===== src/soc_defines.svh =====
//******************************
// SoC fabric constants
//******************************

`ifndef SOC_DEFINES_SVH
`define SOC_DEFINES_SVH

// Bus data width in bits
`define SOC_ARCHBITSZ 32

// Address map, base and size in words
`define SOC_DEVTBL_BASE   0
`define SOC_DEVTBL_MAPSZ  64
`define SOC_INTCTRL_BASE  64
`define SOC_INTCTRL_MAPSZ 4
`define SOC_RAM_BASE      128
`define SOC_RAM_MAPSZ     256

// Number of interrupt sources
`define SOC_IRQ_COUNT 2

// Cycles that sys_rst stays high after the reset cause goes away
`define SOC_RST_HOLD_CYCLES 16

// Device ids reported by the device table
`define SOC_DEVID_DEVTBL  7
`define SOC_DEVID_INTCTRL 3
`define SOC_DEVID_RAM     1

// Device table word that takes software reset requests
`define SOC_RST_REG_IDX 63

`endif


===== src/soc_pkg.sv =====
//******************************
// SoC fabric types
//******************************

`include "soc_defines.svh"

package soc_pkg;

	// PI1 bus operation, swap is handled as a read
	typedef enum logic [1:0] {
		pi1_none  = 2'b00,
		pi1_write = 2'b01,
		pi1_read  = 2'b10,
		pi1_swap  = 2'b11
	} pi1_op_t;

	typedef logic [`SOC_ARCHBITSZ-1:0] pi1_data_t;

	// Word address, byte offset bits dropped
	typedef logic [`SOC_ARCHBITSZ-3:0] pi1_addr_t;

	typedef logic [`SOC_ARCHBITSZ/8-1:0] pi1_sel_t;

	// Slave selected by the crossbar decode
	typedef enum logic [1:0] {
		slv_devtbl  = 2'd0,
		slv_intctrl = 2'd1,
		slv_ram     = 2'd2,
		slv_invalid = 2'd3
	} slave_idx_t;

endpackage


===== src/dev_table.sv =====
//******************************
// Device table
//******************************

`timescale 1ns/10ps

`include "soc_defines.svh"

module dev_table (
	 input  logic                clk48mhz_i
	,input  soc_pkg::pi1_op_t    slv_op_i
	,input  soc_pkg::pi1_addr_t  slv_addr_i
	,input  soc_pkg::pi1_data_t  slv_wdata_i
	,input  soc_pkg::slave_idx_t slv_idx_i
	,output soc_pkg::pi1_data_t  rdata_o
	,output logic [1:0]          swrst_req_o
	,output logic                swrst_stb_o
);

	localparam int WORD_W = $clog2(`SOC_DEVTBL_MAPSZ);

	logic               dev_hit;
	logic               rst_wr;
	logic [WORD_W-1:0]  word_idx;
	soc_pkg::pi1_data_t tbl_word;
	soc_pkg::pi1_data_t rdata_q;
	logic [1:0]         swrst_req_q;
	logic               swrst_stb_q;

	assign dev_hit  = (slv_idx_i == soc_pkg::slv_devtbl) && (slv_op_i != soc_pkg::pi1_none);
	assign word_idx = slv_addr_i[WORD_W-1:0];
	assign rst_wr   = dev_hit && (slv_op_i == soc_pkg::pi1_write)
		&& (word_idx == WORD_W'(`SOC_RST_REG_IDX));

	// Even word is the device id, odd word the map size with bit 31 for interrupt use
	always_comb begin
		case (word_idx)
			WORD_W'(0): tbl_word = soc_pkg::pi1_data_t'(`SOC_DEVID_DEVTBL);
			WORD_W'(1): tbl_word = soc_pkg::pi1_data_t'(`SOC_DEVTBL_MAPSZ);
			WORD_W'(2): tbl_word = soc_pkg::pi1_data_t'(`SOC_DEVID_INTCTRL);
			WORD_W'(3): tbl_word = {1'b1, 31'(`SOC_INTCTRL_MAPSZ)};
			WORD_W'(4): tbl_word = soc_pkg::pi1_data_t'(`SOC_DEVID_RAM);
			WORD_W'(5): tbl_word = soc_pkg::pi1_data_t'(`SOC_RAM_MAPSZ);
			default:    tbl_word = '0;
		endcase
	end

	always_ff @(posedge clk48mhz_i) begin
		if (dev_hit && (slv_op_i != soc_pkg::pi1_write)) begin
			rdata_q <= tbl_word;
		end
	end

	// Table itself is read-only, only the reset word takes writes
	always_ff @(posedge clk48mhz_i) begin
		swrst_stb_q <= rst_wr;
		if (rst_wr) begin
			swrst_req_q <= slv_wdata_i[1:0];
		end
	end

	assign rdata_o     = rdata_q;
	assign swrst_req_o = swrst_req_q;
	assign swrst_stb_o = swrst_stb_q;

endmodule


===== config.mk =====
export PLATFORM = sky130hd
export DESIGN_NAME = dev_table
export DESIGN_NICKNAME = d
export VERILOG_FILES = /design/src/soc_pkg.sv /design/src/dev_table.sv
export VERILOG_INCLUDE_DIRS = /design/src /design/src/src
export SDC_FILE = /design/constraint.sdc
export NUM_CORES = 1
export LEC_CHECK = 0
export BUFFER_PORTS_ARGS = -buffer_cell sky130_fd_sc_hd__buf_2
export CORE_AREA = 2 2 41 58
export CTS_CLUSTER_DIAMETER = 60
export DETAILED_ROUTE_END_ITERATION = 16
export DIE_AREA = 0 0 43 60
export PLACE_DENSITY = 0.89
export SLEW_MARGIN = 40
export SYNTH_ARGS = -nofsm -noshare
export SYNTH_HDL_FRONTEND = slang
export SYNTH_SLANG_ARGS = --single-unit

===== constraint.sdc =====
create_clock -name clk48mhz_i -period 1.6 [get_ports clk48mhz_i]
set_input_delay 0.16 -clock clk48mhz_i [delete_from_list [all_inputs] [get_ports clk48mhz_i]]
set_output_delay 0.16 -clock clk48mhz_i [all_outputs]
set_load 0.01 [all_outputs]

==> results of run 1 <==
-- layout make-up --
class                      instances  area share, %
timing repair buffer              22           18.1
multi-input combinational         41           31.5
tap                               22           4.42
clock buffer                       4           4.22
sequential                         9           41.8
-- sequential cells by signal (all words and copies together) (netlist names) --
signal,count
swrst_stb_o,1
rdata_o,6
swrst_req_o,2
-- worst max path at each step --
stage | startpoint | endpoint | slack, ps | cells after the start
6_report | slv_addr_i[1] | swrst_req_o[0] | 630 | 3
5_1_grt | slv_addr_i[1] | swrst_req_o[1] | 540 | 3
4_1_cts | slv_addr_i[1] | swrst_req_o[0] | 620 | 3
3_5_place_dp | slv_addr_i[1] | swrst_req_o[0] | 340 | 3
3_3_place_gp | slv_addr_i[1] | swrst_req_o[1] | 380 | 3
2_1_floorplan | slv_idx_i[1] | rdata_o[0] | 530 | 1
-- where the power goes --
| group | switching (W) | internal, W | leakage, nW | total [W] |
|---|---|---|---|---|
| Clock | 0.0000672 | 0.0000953 | 0.0150 | 0.000163 |
| Combinational | 0.0000509 | 0.0000214 | 0.186 | 0.0000723 |
| Sequential | 0.00000141 | 0.000261 | 0.0715 | 0.000263 |
| Total | 0.000120 | 0.000378 | 0.273 | 0.000498 |
-- kinds of logic after synthesis --
kind of cell    Yosys count
flops                     9
simple gates             13
other cells               1
compound gates            2
buf+inv                  26
-- routing by layer --
layer	share of wire, %	global-route usage (%)	vias up
met5	0	0	-
met4	0	7.79	0
met3	18	1.81	0
met2	51	12.6	38
met1	31	5.59	171
li1	-	-	176
-- critical path: cells and delay by family --
| kind | cells | cell delay [ps] |
|---|---|---|
| buffers and inverters | 1 | 140 |
| and+or+nand+nor | 2 | 570 |
-- placed cells by master (no fill, tap or decap), types with 2 or more instances in the layout --
master,netlist,final
buf_2,0,21
edfxtp_1,8,8
conb_1,1,26
nor3_1,2,2
nand2_1,2,2
clkbuf_4,0,3
-- metrics by stage --
| stage | util, % | total power, W | setup slack, ps | hold slack (ps) |
|---|---|---|---|---|
| floorplan | - | 0.000355 | 525 | 259 |
| global placement | 28.4 | 0.000336 | 379 | 341 |
| detailed placement | 28.4 | 0.000338 | 342 | 344 |
| CTS | 29.6 | 0.000507 | 619 | 73.6 |
| global route | 29.6 | 0.000529 | 538 | 71.7 |
| finish | 29.6 | 0.000498 | 625 | 88.1 |
==> out/qor.csv, run 1 <==
stage;metric;value;unit
clocking;cts-buffers-inserted;3;
floorplan;die_y;60;um
timing;grt_setup_unrepaired;no;
floorplan;start_util;26.5;%
finish;multi_input_area;196;sq um
placed_design;routabilityCongestion;0.751;
detailed_routing;viasPerCell;3.93;
logic_synthesis;synth_top_family_by_area;buffers and inverters;
timing;finalCriticalPeriod;975;ps
clocking;clk_path_buf_depth;2;
logic_synthesis;synth_top_area_share;43.0;%
finish;ff_latch_area;260;sq um
logic_synthesis;synth-adder-area-share;0;%
critical_path;cp-start-kind;input port;
global_routing;antenna_found_initial;0;
job;max-cap-violations;0;
finish;final_area;623;sq um
critical_path;critPathCaptureType;flop;
logic_synthesis;synthArstFlopShare;0;%
logic_synthesis;syn_inst;51;
clocking;post_cts_buffers;0;
floorplan;core;2100;sq um
clocking;cts_tree;yes;
timing;hold_viol_final;0;
logic_synthesis;synth_area_leaders;edfxtp_1 (43%), buf_4 (35%), dfxtp_1 (3.6%), nor3b_2 (2.2%), or4_4 (2.0%);
logic_synthesis;yosysWarnings;0;
logic_synthesis;synth-xor-area-share;0;%
critical_path;crit_fanout;6;
finish;drive_above_1_share;36.8;%
outcome;status;complete, no violations;
critical_path;critPathMaxStageDelay;470;ps
logic_synthesis;synthSimpleGateAreaFrac;15.5;%
logic_synthesis;synth_common_cells;buf_4 (26), edfxtp_1 (8), nand2_1 (2), nor3_1 (2);
timing;timing.fmax;1030;MHz
global_routing;grt_pass1_vias;325;
logic_synthesis;ys_seq_elements;9;
global_routing;grt_max_degree;8;
detailed_routing;final_antenna_net_count;0;
power_and_ir_drop;power.density;799;nW/um^2
clocking;clock_sinks;9;
timing;relSlewSlack;64.8;%
clocking;cts_hold_buf;0;
detailed_routing;via_count;385;
placed_design;dp.cells;94;
timing;finalSetupTns;0;ps
logic_synthesis;syn_area_per_cell;10.9;sq um
logic_synthesis;synth_most_common_cell;buf_4;
placed_design;hpwl;720;um
min_path;min_from;slv_wdata_i[1];
floorplan;fp.dieArea;2580;sq um
logic_synthesis;synth_edf_count;8;
power_and_ir_drop;leakage;0.273;nW
detailed_routing;first_iter_violations;4;
global_routing;grt_pass1_wl;1260;um
clocking;clk_pin_slew_worst_paths;50;ps
critical_path;required;1490;ps
detailed_routing;drc;0;
min_path;worstHoldEndpoint;swrst_req_o[1];
critical_path;path_cells;buf_2 > nand4_1 > nor4_1;
timing;tightest_slew;523;ps
power_and_ir_drop;ir_drop;0.000157;V
clocking;cts-root-buf;clkbuf_4;
logic_synthesis;ys_types;17;
critical_path;cpMaxStageDelayCell;nor4_1;
floorplan;num_rows;20;
detailed_routing;wl_per_cell;8.72;um
floorplan;die_w;43;um
finish;stdcell_count;98;
clocking;ctsResizeCount;0;
finish;diodes;0;
finish;area_delta_synth_final;11.7;%
min_path;min_path_cells;1;
placed_design;detailed_place.area;597;sq um
global_routing;overflow;0;
logic_synthesis;synth_largest_area_cell;edfxtp_1;
placed_design;portBuffers;21;
logic_synthesis;synth_mux_area_share;0;%
critical_path;criticalPathCategory;input port to flop;
critical_path;cp.arrival;860;ps
floorplan;io-pin-count;102;
finish;fillers;228;
detailed_routing;routed_wl;855;um
clocking;cts.htree.levels;1;
logic_synthesis;synth-compound-area-share;2.24;%
min_path;hold_class;input port to flop;
finish;fin_nets;144;
timing;layout_worst_path_cycle_share;60.9;%
timing;setup_violations;0;
logic_synthesis;synth_area;558;sq um
logic_synthesis;synth-main-ff-cell;edfxtp_1;
logic_synthesis;ys_seq_area_share;46.6;%
global_routing;grtUsageTotal;6.97;%
detailed_routing;first_pass_iters;4;
timing;drv_slew;0;
No activity file was read; power rests on OpenSTA's default activity.
==> run 2: changes to the inputs <==
--- a/config.mk
+++ b/config.mk
@@ -6,12 +6,13 @@
 export SDC_FILE = /design/constraint.sdc
 export NUM_CORES = 1
 export LEC_CHECK = 0
+export ABC_AREA = 1
 export BUFFER_PORTS_ARGS = -buffer_cell sky130_fd_sc_hd__buf_2
-export CORE_AREA = 2 2 41 58
+export CORE_AREA = 2 2 46 65
 export CTS_CLUSTER_DIAMETER = 60
 export DETAILED_ROUTE_END_ITERATION = 16
-export DIE_AREA = 0 0 43 60
-export PLACE_DENSITY = 0.89
+export DIE_AREA = 0 0 48 67
+export PLACE_DENSITY = 0.77
 export SLEW_MARGIN = 40
 export SYNTH_ARGS = -nofsm -noshare
 export SYNTH_HDL_FRONTEND = slang
==> constraint.sdc (replaced) <==
create_clock -name clk48mhz_i -period 0.8 [get_ports clk48mhz_i]
set_input_delay 0.08 -clock clk48mhz_i [delete_from_list [all_inputs] [get_ports clk48mhz_i]]
set_output_delay 0.08 -clock clk48mhz_i [all_outputs]
set_load 0.01 [all_outputs]
==> out/qor.csv, run 2 <==
stage;metric;value;unit;change
outcome;status;complete, but fails checks;;
outcome;violations;negative setup slack;;
detailed_routing;first_iter_violations;4;;unchanged
placed_design;routabilityCongestion;0.739;;-1.5%
clocking;cts.htree.levels;1;;unchanged
placed_design;detailed_place.area;679;sq um;+14%
detailed_routing;via_count;431;;+12%
min_path;worstHoldEndpoint;swrst_stb_o;;
logic_synthesis;syn_area_per_cell;9.06;sq um;-17%
power_and_ir_drop;pwr-share-clk;33.0;%;+0.3 points
floorplan;die_w;48;um;+12%
logic_synthesis;ys_seq_elements;9;;unchanged
global_routing;grtUsageTotal;5.51;%;-1.5 points
finish;fin_nets;164;;+14%
logic_synthesis;synth_top_area_share;40.2;%;-2.9 points
critical_path;cp.arrival;760;ps;-100 ps
floorplan;core;2620;sq um;+24%
critical_path;cpMaxStageDelayCell;edfxtp_1;;
critical_path;path_cells;buf_2;;
power_and_ir_drop;switchingPower;0.000275;W;+130%
logic_synthesis;synth_area_leaders;edfxtp_1 (40%), buf_4 (33%), nor2_1 (5.6%), dfxtp_1 (3.3%), inv_1 (3.1%);;
critical_path;crit_family;flip-flops;;
logic_synthesis;synth_most_common_cell;buf_4;;
finish;stdcell_count;132;;+35%
min_path;min_path_cells;3;;+2
logic_synthesis;synth-main-ff-cell;edfxtp_1;;
finish;final_util;27.8;%;-1.9 points
detailed_routing;drc;0;;unchanged
critical_path;critPathCaptureType;output pin;;
critical_path;criticalPathCategory;flop to output pin;;
power_and_ir_drop;switching_share;26.2;%;+2.2 points
detailed_routing;wl_per_cell;6.68;um;-23%
floorplan;start_util;22.9;%;-3.7 points
timing;layout_setup_ws;-41.1;ps;-666 ps
finish;diodes;0;;unchanged
global_routing;antenna_found_initial;0;;unchanged
logic_synthesis;synth_largest_area_cell;edfxtp_1;;
detailed_routing;routed_wl;882;um;+3.2%
power_and_ir_drop;leakage;0.341;nW;+25%
floorplan;die_y;67;um;+12%
logic_synthesis;synth_area;598;sq um;+7.2%
floorplan;io-pin-count;102;;unchanged
timing;timing.fmax;1190;MHz;
finish;largest_reg_flops;6;;unchanged
min_path;min_from;slv_op_i[0];;
logic_synthesis;synthArstFlopShare;0;%;unchanged
clocking;ctsResizeCount;0;;unchanged
timing;hold_viol_final;0;;unchanged
detailed_routing;final_antenna_net_count;0;;unchanged
timing;finalCriticalPeriod;841;ps;
clocking;clock_sinks;9;;unchanged
finish;layout_commonest_cell;conb_1;;
critical_path;cp-start-kind;flop;;
power_and_ir_drop;comb_power_share;17.1;%;+2.6 points
detailed_routing;viasPerCell;3.27;;-17%
clocking;clk_path_buf_depth;2;;unchanged
clocking;clk_pin_slew_worst_paths;50;ps;about the same
logic_synthesis;synth_edf_count;8;;unchanged
critical_path;worstSetupStartpoint;rdata_o[8];;
global_routing;grt_max_degree;7;;-1
clocking;post_cts_buffers;0;;unchanged
critical_path;critPathMaxStageDelay;350;ps;-120 ps
placed_design;portBuffers;21;;unchanged
timing;drv_slew;0;;unchanged
global_routing;grt_pass1_vias;344;;+5.8%
job;max-cap-violations;0;;unchanged
global_routing;overflow;0;;unchanged
power_and_ir_drop;p_int;0.000776;W;+110%
power_and_ir_drop;p_seq_share;49.9;%;-2.9 points
global_routing;grt_pass1_wl;1120;um;-11%
logic_synthesis;synth_common_cells;buf_4 (26), nor2_1 (9), edfxtp_1 (8);;
timing;hold-worst-slack;119;ps;+31.1 ps
timing;setup_violations;8;;+8
critical_path;required;720;ps;-770 ps
power_and_ir_drop;ir_drop;0.000369;V;+140%
clocking;cts_tree;yes;;
logic_synthesis;ys_seq_area_share;43.5;%;-3.1 points
timing;grt_setup_unrepaired;yes;;
finish;drive_above_1_share;35.4;%;-1.4 points
critical_path;crit_fanout;1;;-5
detailed_routing;first_pass_iters;4;;unchanged
timing;layout_worst_path_cycle_share;105;%;
min_path;hold_class;input port to flop;;
power_and_ir_drop;power;0.00105;W;+110%
logic_synthesis;syn_inst;66;;+29%
power_and_ir_drop;power.density;1450;nW/um^2;+81%
floorplan;fp.dieArea;3220;sq um;+25%
finish;area_delta_synth_final;21.3;%;
finish;final_area;726;sq um;+16%
logic_synthesis;ys_types;14;;-3
clocking;cts-root-buf;clkbuf_4;;
placed_design;hpwl;726;um;+0.88%
critical_path;crit_buf_inv;1;;unchanged
placed_design;dp.cells;126;;+34%
clocking;cts-buffers-inserted;3;;unchanged
logic_synthesis;yosysWarnings;0;;unchanged
finish;layout_common_cells;conb_1 (26), buf_2 (21), nor2_1 (8), edfxtp_1 (8);;
floorplan;num_rows;22;;+10%
## run 2: cell type report
class	instances	area (sq um)
sequential	9	260
tap	36	45.0
timing repair buffer	27	155
clock buffer	4	26.3
fill	273	1890
inverter	5	18.8
multi-input combinational	51	220
## run 2: worst max-delay path by stage
| stage | to | slack, ps | depth (start not counted) |
|---|---|---|---|
| global route | swrst_req_o[1] | -110 | 1 |
| detailed placement | swrst_req_o[1] | -80 | 6 |
| floorplan | swrst_req_o[0] | 80 | 5 |
| global placement | swrst_req_o[0] | -60 | 6 |
| CTS | swrst_req_o[1] | -60 | 1 |
| finish | rdata_o[8] | -40 | 1 |
## run 2: cell families after synthesis
logic type	count (synthesis)	synth area share (%)
buffers and inverters	31	35.8
AOI/OAI and AO/OA	2	1.67
DFF	9	43.5
other	1	0.627
and+or+nand+nor	23	18.4
## run 2: layer usage
metal | share of wire, % | GRT usage (%) | wire (um)
met4 | 4.8 | 7.09 | 42
met5 | 0 | 0 | 0
met3 | 15 | 1.63 | 129
met2 | 49 | 11.0 | 429
met1 | 32 | 2.12 | 280
## run 2: power by group through the flow
stage	Sequential [W]	Combinational [W]	Clock (W)
after floorplan	0.000543	0.000183	0
after global placement	0.000534	0.000168	0
after detailed placement	0.000535	0.000169	0
after CTS	0.000525	0.000178	0.000363
after global routing	0.000527	0.000202	0.000394
final	0.000525	0.000179	0.000347
## run 2: stage by stage
stage | setup WS (ps) | TNS, ps
2_1_floorplan | 75.7 | 0
5_1_grt | -111 | -752
6_report | -41.1 | -297
3_3_place_gp | -63.7 | -159
3_5_place_dp | -84.5 | -238
4_1_cts | -58.2 | -395
## run 2: repair_timing
item | 4_1_cts | 5_1_grt
endpoints found under the setup margin | 8 | 9
hold buffers | 2 | 0
endpoints found under the hold margin | 2 | 0
## run 2: tightest hold or removal path, stage by stage
cell	delay, ps
buf_2	100
nand4_1	90
nor2_2	60
==> run 3: changes to the inputs <==
--- a/config.mk
+++ b/config.mk
@@ -8,11 +8,13 @@
 export LEC_CHECK = 0
 export ABC_AREA = 1
 export BUFFER_PORTS_ARGS = -buffer_cell sky130_fd_sc_hd__buf_2
-export CORE_AREA = 2 2 46 65
+export CORE_AREA = 2 2 45 63
+export CTS_BUF_LIST = sky130_fd_sc_hd__clkbuf_8
 export CTS_CLUSTER_DIAMETER = 60
 export DETAILED_ROUTE_END_ITERATION = 16
-export DIE_AREA = 0 0 48 67
-export PLACE_DENSITY = 0.77
+export DIE_AREA = 0 0 47 65
+export PLACE_DENSITY = 0.81
+export SETUP_SLACK_MARGIN = 0.05
 export SLEW_MARGIN = 40
 export SYNTH_ARGS = -nofsm -noshare
 export SYNTH_HDL_FRONTEND = slang
==> out/qor.csv, run 3 (same netlist as run 2, synthesis figures left out) <==
stage;metric;value;unit;change
placed_design;portBuffers;21;;unchanged
critical_path;crit_fanout;1;;unchanged
outcome;status;complete, no violations;;
clocking;ctsResizeCount;0;;unchanged
timing;hold_viol_final;0;;unchanged
power_and_ir_drop;p_int;0.000915;W;+18%
finish;fin_nets;163;;-0.61%
timing;drv_slew;0;;unchanged
placed_design;routabilityCongestion;0.646;;-13%
timing;layout_worst_path_cycle_share;99.8;%;-5.4 points
global_routing;grt_max_degree;7;;unchanged
floorplan;core;2530;sq um;-3.2%
global_routing;grt_pass1_vias;332;;-3.5%
global_routing;grt_pass1_wl;1120;um;unchanged
power_and_ir_drop;switching_share;23.0;%;-3.2 points
timing;finalCriticalPeriod;798;ps;-42.9 ps
finish;layout_commonest_cell;conb_1;;
job;max-cap-violations;0;;unchanged
detailed_routing;first_iter_violations;9;;+5
critical_path;criticalPathCategory;flop to output pin;;
power_and_ir_drop;power;0.00119;W;+13%
global_routing;grtUsageTotal;5.33;%;-0.18 points
critical_path;crit_end;rdata_o[0];;
detailed_routing;wl_per_cell;6.38;um;-4.5%
timing;grt_setup_unrepaired;yes;;
critical_path;critPathCaptureType;output pin;;
detailed_routing;drc;0;;unchanged
critical_path;path_cells;buf_2;;
critical_path;crit_buf_inv;1;;unchanged
clocking;clock_sinks;9;;unchanged
placed_design;hpwl;779;um;+7.3%
clocking;clk_pin_slew_worst_paths;40;ps;about the same
critical_path;required;720;ps;about the same
power_and_ir_drop;switchingPower;0.000274;W;-0.66%
power_and_ir_drop;ir_drop;0.000426;V;+15%
finish;fillers;296;;+8.4%
detailed_routing;routed_wl;836;um;-5.2%
finish;diodes;0;;unchanged
floorplan;start_util;23.6;%;+0.75 points
critical_path;cp-start-kind;flop;;
detailed_routing;via_count;424;;-1.6%
clocking;cts-root-buf;clkbuf_8;;
clocking;cts_tree;yes;;
clocking;post_cts_buffers;0;;unchanged
critical_path;cpMaxStageDelayCell;edfxtp_1;;
detailed_routing;first_pass_iters;3;;-1
clocking;clk_path_buf_depth;2;;unchanged
power_and_ir_drop;power.density;1620;nW/um^2;+12%
floorplan;fp.dieArea;3060;sq um;-5.0%
detailed_routing;viasPerCell;3.24;;-0.87%
detailed_routing;final_antenna_net_count;0;;unchanged
floorplan;die_w;47;um;-2.1%
floorplan;die_y;65;um;-3.0%
critical_path;worstSetupStartpoint;rdata_o[0];;
timing;timing.fmax;1250;MHz;+5.4%
finish;final_util;28.9;%;+1.2 points
finish;area_delta_synth_final;22.4;%;
critical_path;cp.arrival;720;ps;-40 ps
clocking;cts-buffers-inserted;3;;unchanged
floorplan;io-pin-count;102;;unchanged
min_path;hold_class;input port to flop;;
global_routing;antenna_found_initial;0;;unchanged
clocking;cts.htree.levels;1;;unchanged
critical_path;critPathMaxStageDelay;350;ps;about the same
global_routing;overflow;0;;unchanged
power_and_ir_drop;pwr-share-clk;40.9;%;+7.9 points
power_and_ir_drop;leakage;0.349;nW;+2.3%
critical_path;crit_family;flip-flops;;
power_and_ir_drop;comb_power_share;14.8;%;-2.3 points
finish;drive_above_1_share;36.8;%;+1.4 points
floorplan;num_rows;22;;unchanged
timing;setup_violations;0;;-8
critical_path;path_depth;1;;unchanged
finish;layout_common_cells;conb_1 (26), buf_2 (21), nor2_1 (8), edfxtp_1 (8), inv_1 (6);;
finish;largest_reg_flops;6;;unchanged
power_and_ir_drop;p_seq_share;44.3;%;-5.6 points
==> run 3: changes by cell type in the layout (fill, tap and decap cells not counted), sizes merged <==
| cell | delta |
|---|---|
| dlygate4sd3 | -2 |
| inv | +1 |
| buf | +1 |
| clkbuf | -1 |
==> run 3: cell type report <==
class	count	area [sq um]	share of cell area, %
clock inverter	1	3.75	0.513
sequential	9	260	35.6
tap	36	45.0	6.15
inverter	5	18.8	2.56
clock buffer	3	41.3	5.64
timing repair buffer	26	143	19.5
multi-input combinational	51	220	30.1
==> run 3: power groups by stage <==
stage	clock, W	sequential [W]	combinational (W)
floorplan	0	0.000543	0.000183
global placement	0	0.000535	0.000172
detailed placement	0	0.000535	0.000175
CTS	0.000502	0.000527	0.000175
global route	0.000529	0.000528	0.000195
finish	0.000486	0.000527	0.000176
==> run 3: how the worst min path moves through the flow <==
stage,to,slack [ps],cells past startpoint,startpoint
2_1_floorplan,swrst_req_o[0],180,0,slv_wdata_i[0]
6_report,swrst_req_o[0],40,1,slv_wdata_i[0]
3_3_place_gp,swrst_req_o[1],260,1,slv_wdata_i[1]
5_1_grt,swrst_req_o[1],30,1,slv_wdata_i[1]
3_5_place_dp,swrst_req_o[0],270,1,slv_wdata_i[0]
4_1_cts,swrst_req_o[0],30,1,slv_wdata_i[0]
==> run 3: metrics by stage <==
stage	hold slack, ps	instance area [sq um]	worst slack [ps]	setup TNS (ps)	std cells
6_report	35.3	732	1.85	0	131
5_1_grt	29.3	732	-38.5	-153	131
4_1_cts	30.6	732	-13.4	-19.8	131
3_5_place_dp	265	687	-87.7	-763	127
3_3_place_gp	260	687	-82.4	-618	127
2_1_floorplan	179	694	75.7	0	91
==> run 3: repair_timing <==
action,CTS,global route
endpoints found under the setup margin,8,8
pin swaps,0,0
hold buffers,0,0
==> run 3: per-layer routing <==
layer	routed length [um]	up-vias	global-route usage, %
met2	444	32	8.90
li1	-	213	-
met1	274	179	4.63
met4	0	0	6.25
met5	0	-	0
met3	117	0	0.557
